`src/hw/hl_core_pkg.sv`:
```
/*
  Transceiver core command path definitions.
  Shared command and response types, the register address map
  and the framing constants of the host and link command sources.
*/
`default_nettype none

package hl_core_pkg;

  ////////////////////////////////////////
  // command bus
  ////////////////////////////////////////

  localparam int CMD_ADDR_W = 6;
  localparam int CMD_DATA_W = 32;

  // one command as carried on the shared bus, 39 bits
  typedef struct packed {
    logic                  resp_rqst;
    logic [CMD_ADDR_W-1:0] addr;
    logic [CMD_DATA_W-1:0] data;
  } cmd_req_t;

  // readback word, 38 bits
  typedef struct packed {
    logic [CMD_ADDR_W-1:0] addr;
    logic [CMD_DATA_W-1:0] data;
  } resp_t;

  // command sources sharing the bus
  typedef enum logic {
    SRC_HOST,
    SRC_LINK
  } cmd_src_e;

  ////////////////////////////////////////
  // framing
  ////////////////////////////////////////

  localparam logic [7:0] FRAME_SYNC      = 8'h7F;
  localparam int         LINK_FRAME_BITS = 39;

  ////////////////////////////////////////
  // register map
  ////////////////////////////////////////

  // bit 0 is run
  localparam logic [CMD_ADDR_W-1:0] ADDR_GENERAL = 6'h00;
  // bit 0 is the transmit request
  localparam logic [CMD_ADDR_W-1:0] ADDR_TX_CTRL = 6'h09;
  // bits 3:0 drive the LEDs
  localparam logic [CMD_ADDR_W-1:0] ADDR_LED     = 6'h12;

endpackage

`default_nettype wire
```
`src/hw/hl_core_top.sv`:
```
/*
  Transceiver core command path, top level.
  Host and link command sources, their queues, the bus arbiter,
  the radio control registers and the response queue.
*/
`timescale 1ns/1ps
`default_nettype none

module hl_core_top
  import hl_core_pkg::*;
#(
  parameter int CMD_FIFO_DEPTH  = 4,
  parameter int RESP_FIFO_DEPTH = 4
) (
  input  logic       clk_ctrl,
  input  logic       reset_i,
  input  logic [7:0] host_byte_i,
  input  logic       host_byte_valid_i,
  input  logic [1:0] linkrx_i,
  input  logic       tx_inhibit_i,
  input  logic       resp_pop_i,
  output logic       run_o,
  output logic       tx_on_o,
  output logic [3:0] led_o,
  output logic       resp_valid_o,
  output resp_t      resp_o
);

  logic     host_push;
  cmd_req_t host_req;
  logic     host_full;
  logic     host_empty;
  logic     host_pop;
  cmd_req_t host_head;

  logic     link_push;
  cmd_req_t link_req;
  logic     link_full;
  logic     link_empty;
  logic     link_pop;
  cmd_req_t link_head;

  logic     bus_strobe;
  cmd_req_t bus_cmd;

  logic     resp_push;
  resp_t    resp_word;
  logic     resp_full;
  logic     resp_empty;

  ////////////////////////////////////////
  // command sources
  ////////////////////////////////////////

  host_cmd_parser i_host_cmd_parser (
    .clk_ctrl          (clk_ctrl),
    .reset_i           (reset_i),
    .host_byte_i       (host_byte_i),
    .host_byte_valid_i (host_byte_valid_i),
    .cmd_full_i        (host_full),
    .cmd_push_o        (host_push),
    .cmd_o             (host_req)
  );

  sync_fifo #(
    .payload_t (cmd_req_t),
    .DEPTH     (CMD_FIFO_DEPTH)
  ) i_host_fifo (
    .clk_ctrl (clk_ctrl),
    .reset_i  (reset_i),
    .push_i   (host_push),
    .data_i   (host_req),
    .pop_i    (host_pop),
    .data_o   (host_head),
    .empty_o  (host_empty),
    .full_o   (host_full)
  );

  link_cmd_rx i_link_cmd_rx (
    .clk_ctrl   (clk_ctrl),
    .reset_i    (reset_i),
    .linkrx_i   (linkrx_i),
    .cmd_full_i (link_full),
    .cmd_push_o (link_push),
    .cmd_o      (link_req)
  );

  sync_fifo #(
    .payload_t (cmd_req_t),
    .DEPTH     (CMD_FIFO_DEPTH)
  ) i_link_fifo (
    .clk_ctrl (clk_ctrl),
    .reset_i  (reset_i),
    .push_i   (link_push),
    .data_i   (link_req),
    .pop_i    (link_pop),
    .data_o   (link_head),
    .empty_o  (link_empty),
    .full_o   (link_full)
  );

  ////////////////////////////////////////
  // shared bus and slave
  ////////////////////////////////////////

  cmd_bus_arbiter i_cmd_bus_arbiter (
    .clk_ctrl     (clk_ctrl),
    .reset_i      (reset_i),
    .host_empty_i (host_empty),
    .link_empty_i (link_empty),
    .resp_full_i  (resp_full),
    .host_cmd_i   (host_head),
    .link_cmd_i   (link_head),
    .host_pop_o   (host_pop),
    .link_pop_o   (link_pop),
    .cmd_strobe_o (bus_strobe),
    .cmd_o        (bus_cmd)
  );

  radio_ctrl_regs i_radio_ctrl_regs (
    .clk_ctrl     (clk_ctrl),
    .reset_i      (reset_i),
    .cmd_strobe_i (bus_strobe),
    .cmd_i        (bus_cmd),
    .tx_inhibit_i (tx_inhibit_i),
    .run_o        (run_o),
    .tx_on_o      (tx_on_o),
    .led_o        (led_o),
    .resp_push_o  (resp_push),
    .resp_o       (resp_word)
  );

  sync_fifo #(
    .payload_t (resp_t),
    .DEPTH     (RESP_FIFO_DEPTH)
  ) i_resp_fifo (
    .clk_ctrl (clk_ctrl),
    .reset_i  (reset_i),
    .push_i   (resp_push),
    .data_i   (resp_word),
    .pop_i    (resp_pop_i),
    .data_o   (resp_o),
    .empty_o  (resp_empty),
    .full_o   (resp_full)
  );

  assign resp_valid_o = ~resp_empty;

endmodule

`default_nettype wire

```
`src/hw/radio_ctrl_regs.sv`:
```
/*
  Radio control register bank.
  Command slave holding run, transmit request and LED pattern, with
  transmit inhibit applied and readback responses on request.
*/
`timescale 1ns/1ps
`default_nettype none

module radio_ctrl_regs
  import hl_core_pkg::*;
(
  input  logic       clk_ctrl,
  input  logic       reset_i,
  input  logic       cmd_strobe_i,
  input  cmd_req_t   cmd_i,
  input  logic       tx_inhibit_i,
  output logic       run_o,
  output logic       tx_on_o,
  output logic [3:0] led_o,
  output logic       resp_push_o,
  output resp_t      resp_o
);

  logic [CMD_DATA_W-1:0] general_q;
  logic [CMD_DATA_W-1:0] tx_ctrl_q;
  logic [CMD_DATA_W-1:0] led_q;
  logic [CMD_ADDR_W-1:0] rd_addr_q;
  logic [CMD_DATA_W-1:0] rd_data;

  ////////////////////////////////////////
  // address decode and registers
  ////////////////////////////////////////

  always_ff @(posedge clk_ctrl) begin
    if (reset_i) begin
      general_q <= '0;
      tx_ctrl_q <= '0;
      led_q     <= '0;
    end else if (cmd_strobe_i) begin
      case (cmd_i.addr)
        ADDR_GENERAL: general_q <= cmd_i.data;
        ADDR_TX_CTRL: tx_ctrl_q <= cmd_i.data;
        ADDR_LED:     led_q     <= cmd_i.data;
        default:      ;
      endcase
    end
  end

  assign run_o = general_q[0];
  assign led_o = led_q[3:0];

  // keying needs run and no external inhibit
  assign tx_on_o = tx_ctrl_q[0] & general_q[0] & ~tx_inhibit_i;

  ////////////////////////////////////////
  // readback
  ////////////////////////////////////////

  always_ff @(posedge clk_ctrl) begin
    if (reset_i) begin
      resp_push_o <= 1'b0;
    end else begin
      resp_push_o <= cmd_strobe_i & cmd_i.resp_rqst;
    end
  end

  always_ff @(posedge clk_ctrl) begin
    if (cmd_strobe_i) begin
      rd_addr_q <= cmd_i.addr;
    end
  end

  // registers already hold the written value in the push cycle
  always_comb begin
    case (rd_addr_q)
      ADDR_GENERAL: rd_data = general_q;
      ADDR_TX_CTRL: rd_data = tx_ctrl_q;
      ADDR_LED:     rd_data = led_q;
      default:      rd_data = '0;
    endcase
  end

  assign resp_o.addr = rd_addr_q;
  assign resp_o.data = rd_data;

endmodule

`default_nettype wire

```
`src/hw/cmd_bus_arbiter.sv`:
```
/*
  Command bus arbiter.
  Round-robin grant between the host and link command queues onto
  the shared command bus, held off while the response queue is full.
*/
`timescale 1ns/1ps
`default_nettype none

module cmd_bus_arbiter
  import hl_core_pkg::*;
(
  input  logic     clk_ctrl,
  input  logic     reset_i,
  input  logic     host_empty_i,
  input  logic     link_empty_i,
  input  logic     resp_full_i,
  input  cmd_req_t host_cmd_i,
  input  cmd_req_t link_cmd_i,
  output logic     host_pop_o,
  output logic     link_pop_o,
  output logic     cmd_strobe_o,
  output cmd_req_t cmd_o
);

  cmd_src_e rr_q;
  logic     host_wait;
  logic     link_wait;
  logic     pick_host;
  logic     pick_link;

  assign host_wait = ~host_empty_i;
  assign link_wait = ~link_empty_i;

  // host wins when alone or when it holds the turn
  assign pick_host = host_wait & (~link_wait | (rr_q == SRC_HOST));
  assign pick_link = link_wait & ~pick_host;

  assign host_pop_o = pick_host & ~resp_full_i;
  assign link_pop_o = pick_link & ~resp_full_i;

  always_ff @(posedge clk_ctrl) begin
    if (reset_i) begin
      rr_q         <= SRC_HOST;
      cmd_strobe_o <= 1'b0;
    end else begin
      cmd_strobe_o <= host_pop_o | link_pop_o;
      // turn passes to the other source after each grant
      if (host_pop_o) begin
        rr_q <= SRC_LINK;
      end else if (link_pop_o) begin
        rr_q <= SRC_HOST;
      end
    end
  end

  always_ff @(posedge clk_ctrl) begin
    if (host_pop_o) begin
      cmd_o <= host_cmd_i;
    end else if (link_pop_o) begin
      cmd_o <= link_cmd_i;
    end
  end

endmodule

`default_nettype wire

```
`src/hw/link_cmd_rx.sv`:
```
/*
  Board-to-board link receiver.
  Shifts in serial command frames from the two-wire link and queues
  a frame only when exactly one command's worth of bits arrived.
*/
`timescale 1ns/1ps
`default_nettype none

module link_cmd_rx
  import hl_core_pkg::*;
(
  input  logic       clk_ctrl,
  input  logic       reset_i,
  input  logic [1:0] linkrx_i,
  input  logic       cmd_full_i,
  output logic       cmd_push_o,
  output cmd_req_t   cmd_o
);

  // one spare count so long frames stay distinguishable
  localparam int CNT_W = $clog2(LINK_FRAME_BITS + 2);

  logic [LINK_FRAME_BITS-1:0] shift_q;
  logic [CNT_W-1:0]           bit_cnt_q;
  logic                       link_en;
  logic                       link_bit;
  logic                       frame_end;
  logic                       len_ok;

  assign link_en  = linkrx_i[1];
  assign link_bit = linkrx_i[0];

  // counter is cleared while idle, so a nonzero count with enable low
  // marks the first cycle after a frame
  assign frame_end = ~link_en & (bit_cnt_q != '0);
  assign len_ok    = (bit_cnt_q == CNT_W'(LINK_FRAME_BITS));

  always_ff @(posedge clk_ctrl) begin
    if (reset_i) begin
      bit_cnt_q <= '0;
    end else if (link_en) begin
      if (bit_cnt_q != CNT_W'(LINK_FRAME_BITS + 1)) begin
        bit_cnt_q <= bit_cnt_q + 1'b1;
      end
    end else begin
      bit_cnt_q <= '0;
    end
  end

  // MSB first in cmd_req_t order
  always_ff @(posedge clk_ctrl) begin
    if (link_en) begin
      shift_q <= {shift_q[LINK_FRAME_BITS-2:0], link_bit};
    end
  end

  assign cmd_o      = cmd_req_t'(shift_q);
  assign cmd_push_o = frame_end & len_ok & ~cmd_full_i;

endmodule

`default_nettype wire

```
`src/hw/host_cmd_parser.sv`:
```
/*
  Host command parser.
  Hunts for the sync byte in the host byte stream, collects the control
  byte and four data bytes, and queues the assembled command.
*/
`timescale 1ns/1ps
`default_nettype none

module host_cmd_parser
  import hl_core_pkg::*;
(
  input  logic       clk_ctrl,
  input  logic       reset_i,
  input  logic [7:0] host_byte_i,
  input  logic       host_byte_valid_i,
  input  logic       cmd_full_i,
  output logic       cmd_push_o,
  output cmd_req_t   cmd_o
);

  typedef enum logic [1:0] {
    ST_SYNC,
    ST_CTRL,
    ST_DATA
  } state_e;

  state_e                state_q;
  logic [1:0]            byte_cnt_q;
  logic                  frame_done_q;
  logic                  rqst_q;
  logic [CMD_ADDR_W-1:0] addr_q;
  logic [CMD_DATA_W-1:0] data_q;

  ////////////////////////////////////////
  // frame FSM
  ////////////////////////////////////////

  always_ff @(posedge clk_ctrl) begin
    if (reset_i) begin
      state_q      <= ST_SYNC;
      byte_cnt_q   <= '0;
      frame_done_q <= 1'b0;
    end else begin
      frame_done_q <= 1'b0;
      if (host_byte_valid_i) begin
        case (state_q)
          // anything but sync is noise here
          ST_SYNC: begin
            if (host_byte_i == FRAME_SYNC) begin
              state_q <= ST_CTRL;
            end
          end
          ST_CTRL: begin
            state_q    <= ST_DATA;
            byte_cnt_q <= '0;
          end
          ST_DATA: begin
            byte_cnt_q <= byte_cnt_q + 1'b1;
            if (byte_cnt_q == 2'd3) begin
              state_q      <= ST_SYNC;
              frame_done_q <= 1'b1;
            end
          end
          default: begin
            state_q <= ST_SYNC;
          end
        endcase
      end
    end
  end

  ////////////////////////////////////////
  // command assembly
  ////////////////////////////////////////

  always_ff @(posedge clk_ctrl) begin
    if (host_byte_valid_i && state_q == ST_CTRL) begin
      rqst_q <= host_byte_i[0];
      addr_q <= host_byte_i[6:1];
    end
    // data arrives most significant byte first
    if (host_byte_valid_i && state_q == ST_DATA) begin
      data_q <= {data_q[CMD_DATA_W-9:0], host_byte_i};
    end
  end

  assign cmd_o.resp_rqst = rqst_q;
  assign cmd_o.addr      = addr_q;
  assign cmd_o.data      = data_q;

  // no room in the queue drops the frame
  assign cmd_push_o = frame_done_q & ~cmd_full_i;

endmodule

`default_nettype wire

```
`src/hw/sync_fifo.sv`:
```
/*
  Single-clock FIFO.
  Circular buffer with a type parameter for the payload, shared by
  the command queues and the response queue.
*/
`timescale 1ns/1ps
`default_nettype none

module sync_fifo #(
  parameter type payload_t = logic [7:0],
  parameter int  DEPTH     = 4
) (
  input  logic     clk_ctrl,
  input  logic     reset_i,
  input  logic     push_i,
  input  payload_t data_i,
  input  logic     pop_i,
  output payload_t data_o,
  output logic     empty_o,
  output logic     full_o
);

  localparam int PTR_W = (DEPTH > 1) ? $clog2(DEPTH) : 1;
  localparam int CNT_W = $clog2(DEPTH + 1);

  payload_t         mem [DEPTH];
  logic [PTR_W-1:0] wr_ptr_q;
  logic [PTR_W-1:0] rd_ptr_q;
  logic [CNT_W-1:0] count_q;
  logic             do_push;
  logic             do_pop;

  assign empty_o = (count_q == '0);
  assign full_o  = (count_q == CNT_W'(DEPTH));

  // requests against the wrong state are dropped here
  assign do_push = push_i & ~full_o;
  assign do_pop  = pop_i & ~empty_o;

  assign data_o = mem[rd_ptr_q];

  always_ff @(posedge clk_ctrl) begin
    if (do_push) begin
      mem[wr_ptr_q] <= data_i;
    end
  end

  always_ff @(posedge clk_ctrl) begin
    if (reset_i) begin
      wr_ptr_q <= '0;
      rd_ptr_q <= '0;
      count_q  <= '0;
    end else begin
      if (do_push) begin
        wr_ptr_q <= (wr_ptr_q == PTR_W'(DEPTH - 1)) ? '0 : wr_ptr_q + 1'b1;
      end
      if (do_pop) begin
        rd_ptr_q <= (rd_ptr_q == PTR_W'(DEPTH - 1)) ? '0 : rd_ptr_q + 1'b1;
      end
      // both at once leave the level alone
      if (do_push && !do_pop) begin
        count_q <= count_q + 1'b1;
      end else if (do_pop && !do_push) begin
        count_q <= count_q - 1'b1;
      end
    end
  end

endmodule

`default_nettype wire

```
`config.mk`:
```
export PLATFORM = sky130hd
export DESIGN_NAME = hl_core_top
export DESIGN_NICKNAME = d
export VERILOG_FILES = /design/src/hw/hl_core_pkg.sv /design/src/hw/hl_core_top.sv /design/src/hw/radio_ctrl_regs.sv /design/src/hw/cmd_bus_arbiter.sv /design/src/hw/link_cmd_rx.sv /design/src/hw/host_cmd_parser.sv /design/src/hw/sync_fifo.sv
export SDC_FILE = /design/constraint.sdc
export NUM_CORES = 1
export LEC_CHECK = 0
export ABC_AREA = 0
export BUFFER_PORTS_ARGS = -buffer_cell sky130_fd_sc_hd__buf_2
export CAP_MARGIN = 25
export CORE_ASPECT_RATIO = 0.6
export CORE_UTILIZATION = 56
export CTS_CLUSTER_SIZE = 8
export DETAILED_ROUTE_END_ITERATION = 12
export PLACE_DENSITY = 0.85
export SLEW_MARGIN = 10
export SYNTH_ARGS = -nofsm -noshare
export SYNTH_HDL_FRONTEND = slang
export SYNTH_HIERARCHICAL = 1
export SYNTH_SLANG_ARGS = --single-unit
```
`constraint.sdc`:
```
create_clock -name clk_ctrl -period 2.8 [get_ports clk_ctrl]
set_input_delay 0.56 -clock clk_ctrl [delete_from_list [all_inputs] [get_ports clk_ctrl]]
set_output_delay 0.56 -clock clk_ctrl [all_outputs]
set_load 0.01 [all_outputs]
```
==> metrics.csv, run 1 <==
metric,value,unit
mean routed wirelength per cell,26.71,um
FP Rows,62,
CORE AREA,48410,um2
design area,32000,um2
TritonCTS clock tree,done,
actual slew at the worst max-slew pin,0.8974,ns
"Top FF cell, synth",edfxtp_1,
Synth area leader,edfxtp_1,
combinational power share,0.046,
post-route ant nets,0,
placer's final routability congestion estimate,0.7555,
Clock Tree Buf Depth,3,
vias in the first global route,15032,
Ys Warns,6,
element type at the critical path end,flip-flop,
Crit Path Class,flip-flop to flip-flop,
1st-iter DRT viols,1619,
final slew viol count,0,
setup ws final,0.07792,ns
Sw Share,0.2112,
final hold vios,0,
Mean Syn Cell Area,19.23,um2
Setup Skew,0.01756,ns
Post-Syn Nets,1490,
area growth from synthesis to layout,15.03,%
Post-Synthesis Cells,1447,
DR vias/cell,6.169,
Worst setup SP type,flip-flop,
Max-Cap Viols,0,
post-place setup slack,0.05095,ns
post-CTS setup buffer count,0,
pwr/cell area,751.4,nW/um2
"Clk Latency, worst-skew pair",0.62,ns
NetSw,0.005079,W
# setup viols final,0,
Chip Height,174.6,um
Syn Std Cell Area,27820,um2
min-delay worst type,input pin to flip-flop,
total power,0.02404,W
fin util,0.6611,
sequential share of power,0.488,
pin count of the biggest net entering global routing,77,
most frequent cells in the layout,"edfxtp_1 (587), dfxtp_1 (129), nand2b_1 (129)",
status,"finished, final reports clean",
hold path cells,1,
clock power share,0.466,
placed insts,2122,
Post-synth EDFFs,587,
fin nets,1627,
CTS clock-pin slew for the worst setup and hold paths,0.05,ns
arrival time worst endpoint,3.26,ns
Port Buffers,59,
Yosys top cell area share,0.6336,
R2R Setup Slk,0.08,ns
Fmax,367.4,MHz
sequential element share of the synthesized area,0.7322,
first-pass GRT wire length,93.38,mm
"commonest non-fill, non-tap cell in the layout",edfxtp_1,
top post-synthesis cells by area,"edfxtp_1 (63%), dfxtp_1 (9.9%), mux4_2 (9.4%)",
routed vias,14251,
# IOs,60,
DRC viols,0,
total CTS buffers,100,
clk root buf,clkbuf_16,
CTS H-tree depth,3,
Leak,10.91,nW
Tcrit/Tclk final,0.9722,
grt ovf,0,
fin crit period,2.722,ns
CTS Hold Buffers Added,0,
Yosys reg bits,724,
Critical Path Fanout Max,4,
initial antenna violation count,1,
total clock sinks,724,
fraction of registers with async set/reset,0,
placed cell area,29080,um2
"Req. time, crit path",3.34,ns
proportion of layout cells with a drive suffix above 1,0.2564,
Die Span X,289.7,um
worst r2r path cells,11,
Initial Util,0.5747,
Post-Layout Cell Count,2310,
Max IR drop VDD,492.8,uV
Cell variety after synth,52,
Slew Limit Headroom,0.4017,
gr usage total,0.2502,
Initial DRT Pass Iterations,5,
Die ar.,50600,um2
Internal Power,0.01897,W
"wirelength, routed",61.69,mm
detailed placement HPWL,32.85,mm
cells by family after synthesis:
family / count (synthesis) / share of synthesized area
AND/OR/NAND/NOR: 260 / 0.05735
multiplexers: 257 / 0.1517
adder cells (fa/ha/maj): 28 / 0.01340
flip-flops: 724 / 0.7322
XOR/XNOR: 9 / 0.002834
AO/OA/AOI/OAI: 70 / 0.02154
buffers and inverters: 99 / 0.02100
sequential cells by signal, indices dropped and copies added, names as in the netlist, 3 cells and up, named ones only:
register and flops:
i_link_cmd_rx/bit_cnt_q 6, i_link_fifo/count_q 3, i_host_fifo/count_q 3, i_resp_fifo/mem 152
i_link_cmd_rx/cmd_o 39, i_resp_fifo/count_q 3, i_radio_ctrl_regs/rd_addr_q 6, i_radio_ctrl_regs/led_q 32
i_host_fifo/mem 156, i_host_cmd_parser/data_q 32, i_cmd_bus_arbiter/cmd_o 39, i_link_fifo/mem 156
i_radio_ctrl_regs/tx_ctrl_q 32, i_radio_ctrl_regs/general_q 32, i_host_cmd_parser/addr_q 6
critical path: stages (launching register included):
cell,delay [ns]
dfxtp_2,0.35
ha_2,0.20
nand4b_1,0.12
nor4_2,0.28
bufinv_8,0.24
nor2_4,0.11
ha_2,0.19
inv_1,0.05
fa_1,0.37
xor2_1,0.18
or3_1,0.34
a21oi_2,0.20
power groups by stage:
stage	combinational (W)	clock (W)	sequential [W]
finish	0.00109	0.0112	0.0117
detailed placement	0.00109	0	0.0119
global route	0.00119	0.0118	0.0117
global placement	0.00106	0	0.0119
floorplan	0.000757	0	0.0119
CTS	0.00110	0.0113	0.0117
worst paths after layout:
kind | start | end
hold / removal | host_byte_i[7] | i_host_cmd_parser/data_q[7]
setup reg to reg | i_link_cmd_rx/bit_cnt_q[1] | i_link_fifo/count_q[2]
setup / recovery | i_link_cmd_rx/bit_cnt_q[1] | i_link_fifo/count_q[2]
hold reg to reg | i_radio_ctrl_regs/led_q[18] | i_radio_ctrl_regs/led_q[18]
through the flow:
step | setup TNS [ns] | hold slack [ns]
floorplan | 0 | 0.4295
global placement | 0 | 0.4420
detailed placement | 0 | 0.4645
CTS | 0 | 0.1343
global route | -0.08899 | 0.1426
finish | 0 | 0.1520
what timing repair did:
action / 4_1_cts / 5_1_grt
resized for setup: 2 / 9
endpoints found under the setup margin: 7 / 2
pin swaps: 0 / 1
layer usage:
metal  GRT usage  vias up  part of all wire
met5           0        -                 0
met4     0.06392        0             0.018
met3     0.05104      105             0.080
met2      0.4157      725              0.50
met1      0.3401     7413              0.40
li1            -     6008                 -
cell usage after synthesis (2+ instances only):
| library cell | count |
|---|---|
| buf_4 | 10 |
| edfxtp_1 | 587 |
| and2_1 | 4 |
| dfxtp_1 | 137 |
| inv_1 | 19 |
| nor2_1 | 15 |
| a221o_1 | 32 |
| o21ai_0 | 5 |
| or3_1 | 7 |
| o31ai_2 | 6 |
| clkinv_4 | 3 |
| nor2b_1 | 3 |
| nor2_2 | 3 |
| buf_2 | 10 |
| xor2_1 | 8 |
| mux2i_1 | 102 |
| and3_2 | 4 |
| buf_6 | 16 |
| nand2_1 | 11 |
| nand4b_1 | 2 |
| nor4_1 | 3 |
| and3_1 | 41 |
| fa_1 | 3 |
| mux2_4 | 39 |
| ha_1 | 25 |
| bufinv_8 | 2 |
| mux4_2 | 116 |
| nor3b_1 | 4 |
| nand4_1 | 3 |
| buf_1 | 4 |
| a21oi_1 | 17 |
| nand3_1 | 10 |
| nand2b_1 | 129 |
| nor3_1 | 10 |
| o21ai_1 | 4 |
| or3b_1 | 3 |
| clkbuf_1 | 35 |
cell type report:
type                    count  area (um2)
clock buffers             180        2803
well taps                 640       800.8
multi-input cells         624        6925
inverters                  24       132.6
diodes                      1       2.502
fillers                  2955       16410
flip-flops and latches    724       20380
repair buffers            110       863.3
clock inverters             7       90.09
No activity file was read; power rests on OpenSTA's default activity.
==> run 2, diff against run 1 <==
--- a/config.mk
+++ b/config.mk
@@ -8,11 +8,11 @@
 export ABC_AREA = 0
 export BUFFER_PORTS_ARGS = -buffer_cell sky130_fd_sc_hd__buf_2
 export CAP_MARGIN = 25
-export CORE_ASPECT_RATIO = 0.6
 export CORE_UTILIZATION = 56
 export CTS_CLUSTER_SIZE = 8
 export DETAILED_ROUTE_END_ITERATION = 12
-export PLACE_DENSITY = 0.85
+export PLACE_DENSITY = 0.82
+export RECOVER_POWER = 100
 export SLEW_MARGIN = 10
 export SYNTH_ARGS = -nofsm -noshare
 export SYNTH_HDL_FRONTEND = slang
==> constraint.sdc (replaced) <==
create_clock -name clk_ctrl -period 2.6 [get_ports clk_ctrl]
set_input_delay 0.52 -clock clk_ctrl [delete_from_list [all_inputs] [get_ports clk_ctrl]]
set_output_delay 0.52 -clock clk_ctrl [all_outputs]
set_load 0.01 [all_outputs]
==> run 2 against run 1 <==
Final cell count is 0.69% higher. Highest routed layer unchanged. Clock skew barely moved. Setup slack improved by 0.0052 ns. Die area about the same. Register-to-register slack is essentially flat. Flip-flop and latch count is the same. Non-clock buffer count grew 3. Worst hold slack worse by 0.063 ns. Largest power group unchanged. Critical path depth stayed put. Count of clock-buffer cells in the layout down 10. Largest cell class unchanged. Routed wire length is 12% lower. Total power rose by 6.8%.
==> metrics.csv, run 2 (synthesis results as in run 1) <==
metric,value,unit
status,"finished, final reports clean",
placer's final routability congestion estimate,0.7154,
"wirelength, routed",54.51,mm
Internal Power,0.02031,W
combinational power share,0.044,
Initial Util,0.5683,
fin util,0.6489,
total clock sinks,724,
Post-Layout Cell Count,2326,
Sw Share,0.2087,
sequential share of power,0.492,
gr usage total,0.2203,
CTS H-tree depth,3,
proportion of layout cells with a drive suffix above 1,0.2094,
Fmax,397.3,MHz
fin crit period,2.517,ns
"commonest non-fill, non-tap cell in the layout",edfxtp_1,
CP max-delay cell,or3_1,
Leak,10.59,nW
post-place setup slack,-0.02202,ns
# fillers,3118,
routed vias,13487,
Diodes inserted,0,
Die Span X,224.9,um
Clock Tree Buf Depth,3,
placed insts,2142,
CTS Hold Buffers Added,0,
detailed placement HPWL,29.33,mm
Worst setup SP type,flip-flop,
first-pass GRT wire length,82.97,mm
fin nets,1630,
final slew viol count,0,
min-delay worst type,input pin to flip-flop,
hold slack,0.08855,ns
"delay-heaviest family, CP",simple AND/OR/NAND/NOR gates,
RSZ-0062 raised after global routing,no,
mean routed wirelength per cell,23.44,um
Max IR drop VDD,570.9,uV
setup ws final,0.08315,ns
Crit Path Class,flip-flop to flip-flop,
critical-path cell list,ha_2 > nand4b_1 > nor4_4 > bufinv_8 > nor2_4 > ha_4 > inv_1 > fa_2 > xor2_1 > or3_1 > a21oi_2,
# IOs,60,
Die ar.,50570,um2
biggest registers after layout,"i_host_fifo/mem x156, i_link_fifo/mem x156, i_resp_fifo/mem x152",
Setup Skew,0.01742,ns
CP max stage delay,0.37,ns
# setup viols final,0,
Max-Cap Viols,0,
grt ovf,0,
CP bufs+invs,2,
FP Rows,81,
element type at the critical path end,flip-flop,
actual slew at the worst max-slew pin,1.227,ns
pin count of the biggest net entering global routing,73,
multi-input logic area,6793,um2
CTS clock-pin slew for the worst setup and hold paths,0.05,ns
1st-iter DRT viols,1033,
final hold vios,0,
Tcrit/Tclk final,0.9680,
area growth from synthesis to layout,14.18,%
DRC viols,0,
pwr/cell area,808.2,nW/um2
"Req. time, crit path",3.16,ns
NetSw,0.005356,W
CORE AREA,48950,um2
Slew Limit Headroom,0.1823,
total CTS buffers,100,
vias in the first global route,14161,
TritonCTS clock tree,done,
Port Buffers,59,
clock power share,0.464,
"Clk Latency, worst-skew pair",0.65,ns
Critical Path Fanout Max,3,
most frequent cells in the layout,"edfxtp_1 (587), dfxtp_1 (130), nand2b_1 (129)",
DR vias/cell,5.798,
arrival time worst endpoint,3.08,ns
Chip Height,224.9,um
Initial DRT Pass Iterations,5,
initial antenna violation count,2,
post-route ant nets,0,
clk root buf,clkbuf_16,
FF/Latch Area,20380,um2
run 2: final timing paths:
kind,from,end,slack [ns],depth (start not counted)
hold reg to reg,i_radio_ctrl_regs/general_q[9],i_radio_ctrl_regs/general_q[9],0.47,2
hold / removal,host_byte_i[7],i_host_cmd_parser/data_q[7],0.09,1
setup / recovery,i_link_cmd_rx/bit_cnt_q[0],i_link_fifo/count_q[2],0.08,11
setup reg to reg,i_link_cmd_rx/bit_cnt_q[0],i_link_fifo/count_q[2],0.08,11
run 2: stage by stage:
stage          area (um2)  setup TNS (ns)  power, W
3_3_place_gp        29040               0   0.01390
2_1_floorplan       27860               0   0.01362
5_1_grt             31760               0   0.02645
3_5_place_dp        29040        -0.04130   0.01394
6_report            31760               0   0.02567
4_1_cts             31940       -0.009365   0.02586
run 2: layout make-up:
class / instances / share of cell area
flip-flops and latches: 724 / 0.6417
well taps: 664 / 0.02616
clock inverters: 7 / 0.003348
multi-input cells: 624 / 0.2138
clock buffers: 170 / 0.08772
inverters: 24 / 0.004254
repair buffers: 113 / 0.02296
run 2: what timing repair did:
| action | in CTS | in global routing |
|---|---|---|
| pin swaps | 0 | 6 |
| gates resized for setup | 3 | 12 |
| endpoints found under the setup margin | 4 | 21 |
| buffers inserted | 0 | 3 |
| cloned | 0 | 1 |
| hold endpoints to repair | 0 | 0 |
run 2: layer usage:
| layer | part of all wire | track usage | wire length (um) | vias up |
|---|---|---|---|---|
| met1 | 0.41 | 0.2874 | 22130 | 6969 |
| met5 | 0 | 0 | 0 | - |
| met2 | 0.52 | 0.3719 | 28160 | 434 |
| li1 | - | - | - | 5990 |
| met4 | 0.023 | 0.07856 | 1266 | 0 |
| met3 | 0.054 | 0.04063 | 2961 | 94 |
run 2: power groups by stage:
stage	logic, W	registers (W)	clock network [W]
after floorplan	0.000815	0.0128	0
after global placement	0.00109	0.0128	0
after detailed placement	0.00112	0.0128	0
after CTS	0.00113	0.0126	0.0121
after global routing	0.00122	0.0126	0.0126
final	0.00112	0.0126	0.0119
==> run 3, diff against run 2 <==
--- a/config.mk
+++ b/config.mk
@@ -5,7 +5,7 @@
 export SDC_FILE = /design/constraint.sdc
 export NUM_CORES = 1
 export LEC_CHECK = 0
-export ABC_AREA = 0
+export ABC_AREA = 1
 export BUFFER_PORTS_ARGS = -buffer_cell sky130_fd_sc_hd__buf_2
 export CAP_MARGIN = 25
 export CORE_UTILIZATION = 56
==> run 3 against run 2 <==
Clock power is essentially flat. Sequential share of layout area down 1.5 points. Non-clock buffer count rose by 6. Routed wire length is 19% higher. Critical path depth fell by 6. Maximum frequency shrank 0.18%. Count of clock-buffer cells in the layout is 11 higher. Critical path type is now flip-flop to output pin. Critical endpoint is now resp_o[13]. Largest cell class unchanged.
==> metrics.csv, run 3 <==
metric,value,unit
proportion of layout cells with a drive suffix above 1,0.09032,
post-route ant nets,0,
Max IR drop VDD,533.5,uV
sequential element share of the synthesized area,0.7059,
Post-Synthesis Cells,2455,
routed vias,19481,
total CTS buffers,100,
top-count cell post-synth,edfxtp_1,
DRC viols,0,
Ys Warns,6,
area growth from synthesis to layout,12.67,%
arrival time worst endpoint,2.00,ns
final hold vios,0,
worst r2r path cells,7,
"commonest non-fill, non-tap cell in the layout",edfxtp_1,
total clock sinks,724,
FF/Latch Area,20380,um2
multi-input logic area,7106,um2
most frequent cells in the layout,"edfxtp_1 (587), nor2_1 (469), nand2_1 (252)",
TritonCTS clock tree,done,
Slew Limit Headroom,0.09754,
element type at the critical path end,output pin,
Synth Area in Adders,0.01292,
grt ovf,0,
"Req. time, crit path",2.08,ns
Cell variety after synth,36,
# fillers,3513,
Tcrit/Tclk final,0.9697,
Yosys reg bits,724,
final slew viol count,0,
Synth Area in Simple Gates,0.1583,
Clock Tree Buf Depth,3,
"Top FF cell, synth",edfxtp_1,
Die Span X,229.0,um
Crit Path Class,flip-flop to output pin,
CORE AREA,50480,um2
Worst setup SP type,flip-flop,
RSZ-0062 raised after global routing,no,
status,"finished, final reports clean",
Port Buffers,59,
DR vias/cell,5.950,
Diodes inserted,0,
first-pass GRT wire length,100.8,mm
CTS clock-pin slew for the worst setup and hold paths,0.05,ns
gr usage total,0.2455,
hold path cells,1,
post-synthesis compound-gate area fraction,0.07050,
Synth area leader,edfxtp_1,
Critical Path Fanout Max,16,
total power,0.02680,W
CTS H-tree depth,3,
vias in the first global route,18896,
1st-iter DRT viols,2376,
Post-synth EDFFs,587,
biggest registers after layout,"i_host_fifo/mem x156, i_link_fifo/mem x156, i_resp_fifo/mem x152",
Mean Syn Cell Area,11.75,um2
FP Rows,82,
fin crit period,2.521,ns
Initial DRT Pass Iterations,6,
pin count of the biggest net entering global routing,97,
hold slack,0.05777,ns
CTS Hold Buffers Added,0,
initial antenna violation count,0,
clk root buf,clkbuf_16,
Chip Height,229.0,um
pwr/cell area,824.2,nW/um2
"wirelength, routed",64.70,mm
Fmax,396.6,MHz
fraction of registers with async set/reset,0,
Max-Cap Viols,0,
mux share of post-synthesis cell area,0,
Setup Skew,0.03446,ns
min-delay worst type,input pin to flip-flop,
# IOs,60,
Die ar.,52440,um2
"Clk Latency, worst-skew pair",0.65,ns
list of most frequent post-synthesis cells,"edfxtp_1 (587), nor2_1 (485), nand2_1 (253)",
Synth Area in XOR/XNOR,0.001214,
detailed placement HPWL,37.01,mm
Initial Util,0.5717,
top post-synthesis cells by area,"edfxtp_1 (61%), dfxtp_1 (9.5%), nor2_1 (6.3%)",
Yosys top cell area share,0.6108,
actual slew at the worst max-slew pin,1.354,ns
main combinational cell family by area after synthesis,simple AND/OR/NAND/NOR gates,
# setup viols final,0,
Post-Syn Nets,2498,
Syn Std Cell Area,28860,um2
fin nets,2560,
placer's final routability congestion estimate,0.8453,
mean routed wirelength per cell,19.76,um
Leak,11.82,nW
## run 3: repair_timing
item	CTS	global route
endpoints found under the setup margin	35	15
endpoints found under the hold margin	0	0
gates resized for setup	5	12
setup buffers	0	0
## run 3: cell type report
| cell class | instances | area share |
|---|---|---|
| inverter | 121 | 0.01420 |
| tap | 672 | 0.02586 |
| clock buffer | 181 | 0.08793 |
| clock inverter | 6 | 0.003040 |
| multi-input combinational | 1451 | 0.2185 |
| sequential | 724 | 0.6267 |
| timing repair buffer | 119 | 0.02371 |
## run 3: final timing paths
path / start / end / slack (ns)
max: flip-flop / resp_o[13] / 0.08
min: linkrx_i[0] / i_link_cmd_rx/cmd_o[0] / 0.06
max reg2reg: i_link_cmd_rx/bit_cnt_q[0] / i_link_fifo/mem[1][12] / 0.14
min reg2reg: i_cmd_bus_arbiter/cmd_o[38] / i_radio_ctrl_regs/resp_push_o / 0.47
## run 3: cells by family after synthesis
logic type	count (synthesis)
DFF	724
adders and majority gates	28
and+or+nand+nor	1045
AOI/OAI and AO/OA	374
xor gates and xnor gates	4
buffers and inverters	280
## run 3: stage by stage
step | setup WS (ns) | setup TNS [ns] | area (um2) | cells | util
4_1_cts | -0.009713 | -0.009713 | 32720 | 3274 | 0.6483
3_5_place_dp | 0.1312 | 0 | 29750 | 3087 | 0.5894
2_1_floorplan | -0.4715 | -73.56 | 28900 | 2455 | -
3_3_place_gp | 0.2294 | 0 | 29750 | 3087 | 0.5894
5_1_grt | 0.005084 | 0 | 32510 | 3274 | 0.6441
6_report | 0.07871 | 0 | 32510 | 3274 | 0.6441
## run 3: worst max-delay path, cell delays in order, from the launching register on
cell and delay (ns):
dfxtp_4 0.43, buf_4 0.22, buf_12 0.16, o21ai_0 0.15, o22ai_1 0.23, buf_2 0.17
## run 3: layer usage
metal	wire (um)	vias up	global-route usage
met5	0	-	0
met4	2469	0	0.1135
met3	5654	181	0.04333
met2	31780	1081	0.4059
met1	24800	9359	0.3168
li1	-	8860	-
## run 3: power breakdown
part           switching [W]  internal (W)  total, W
logic                0.00141      0.000705   0.00212
clock network        0.00465       0.00736    0.0120
registers           0.000131        0.0125    0.0127
total                0.00619        0.0206    0.0268
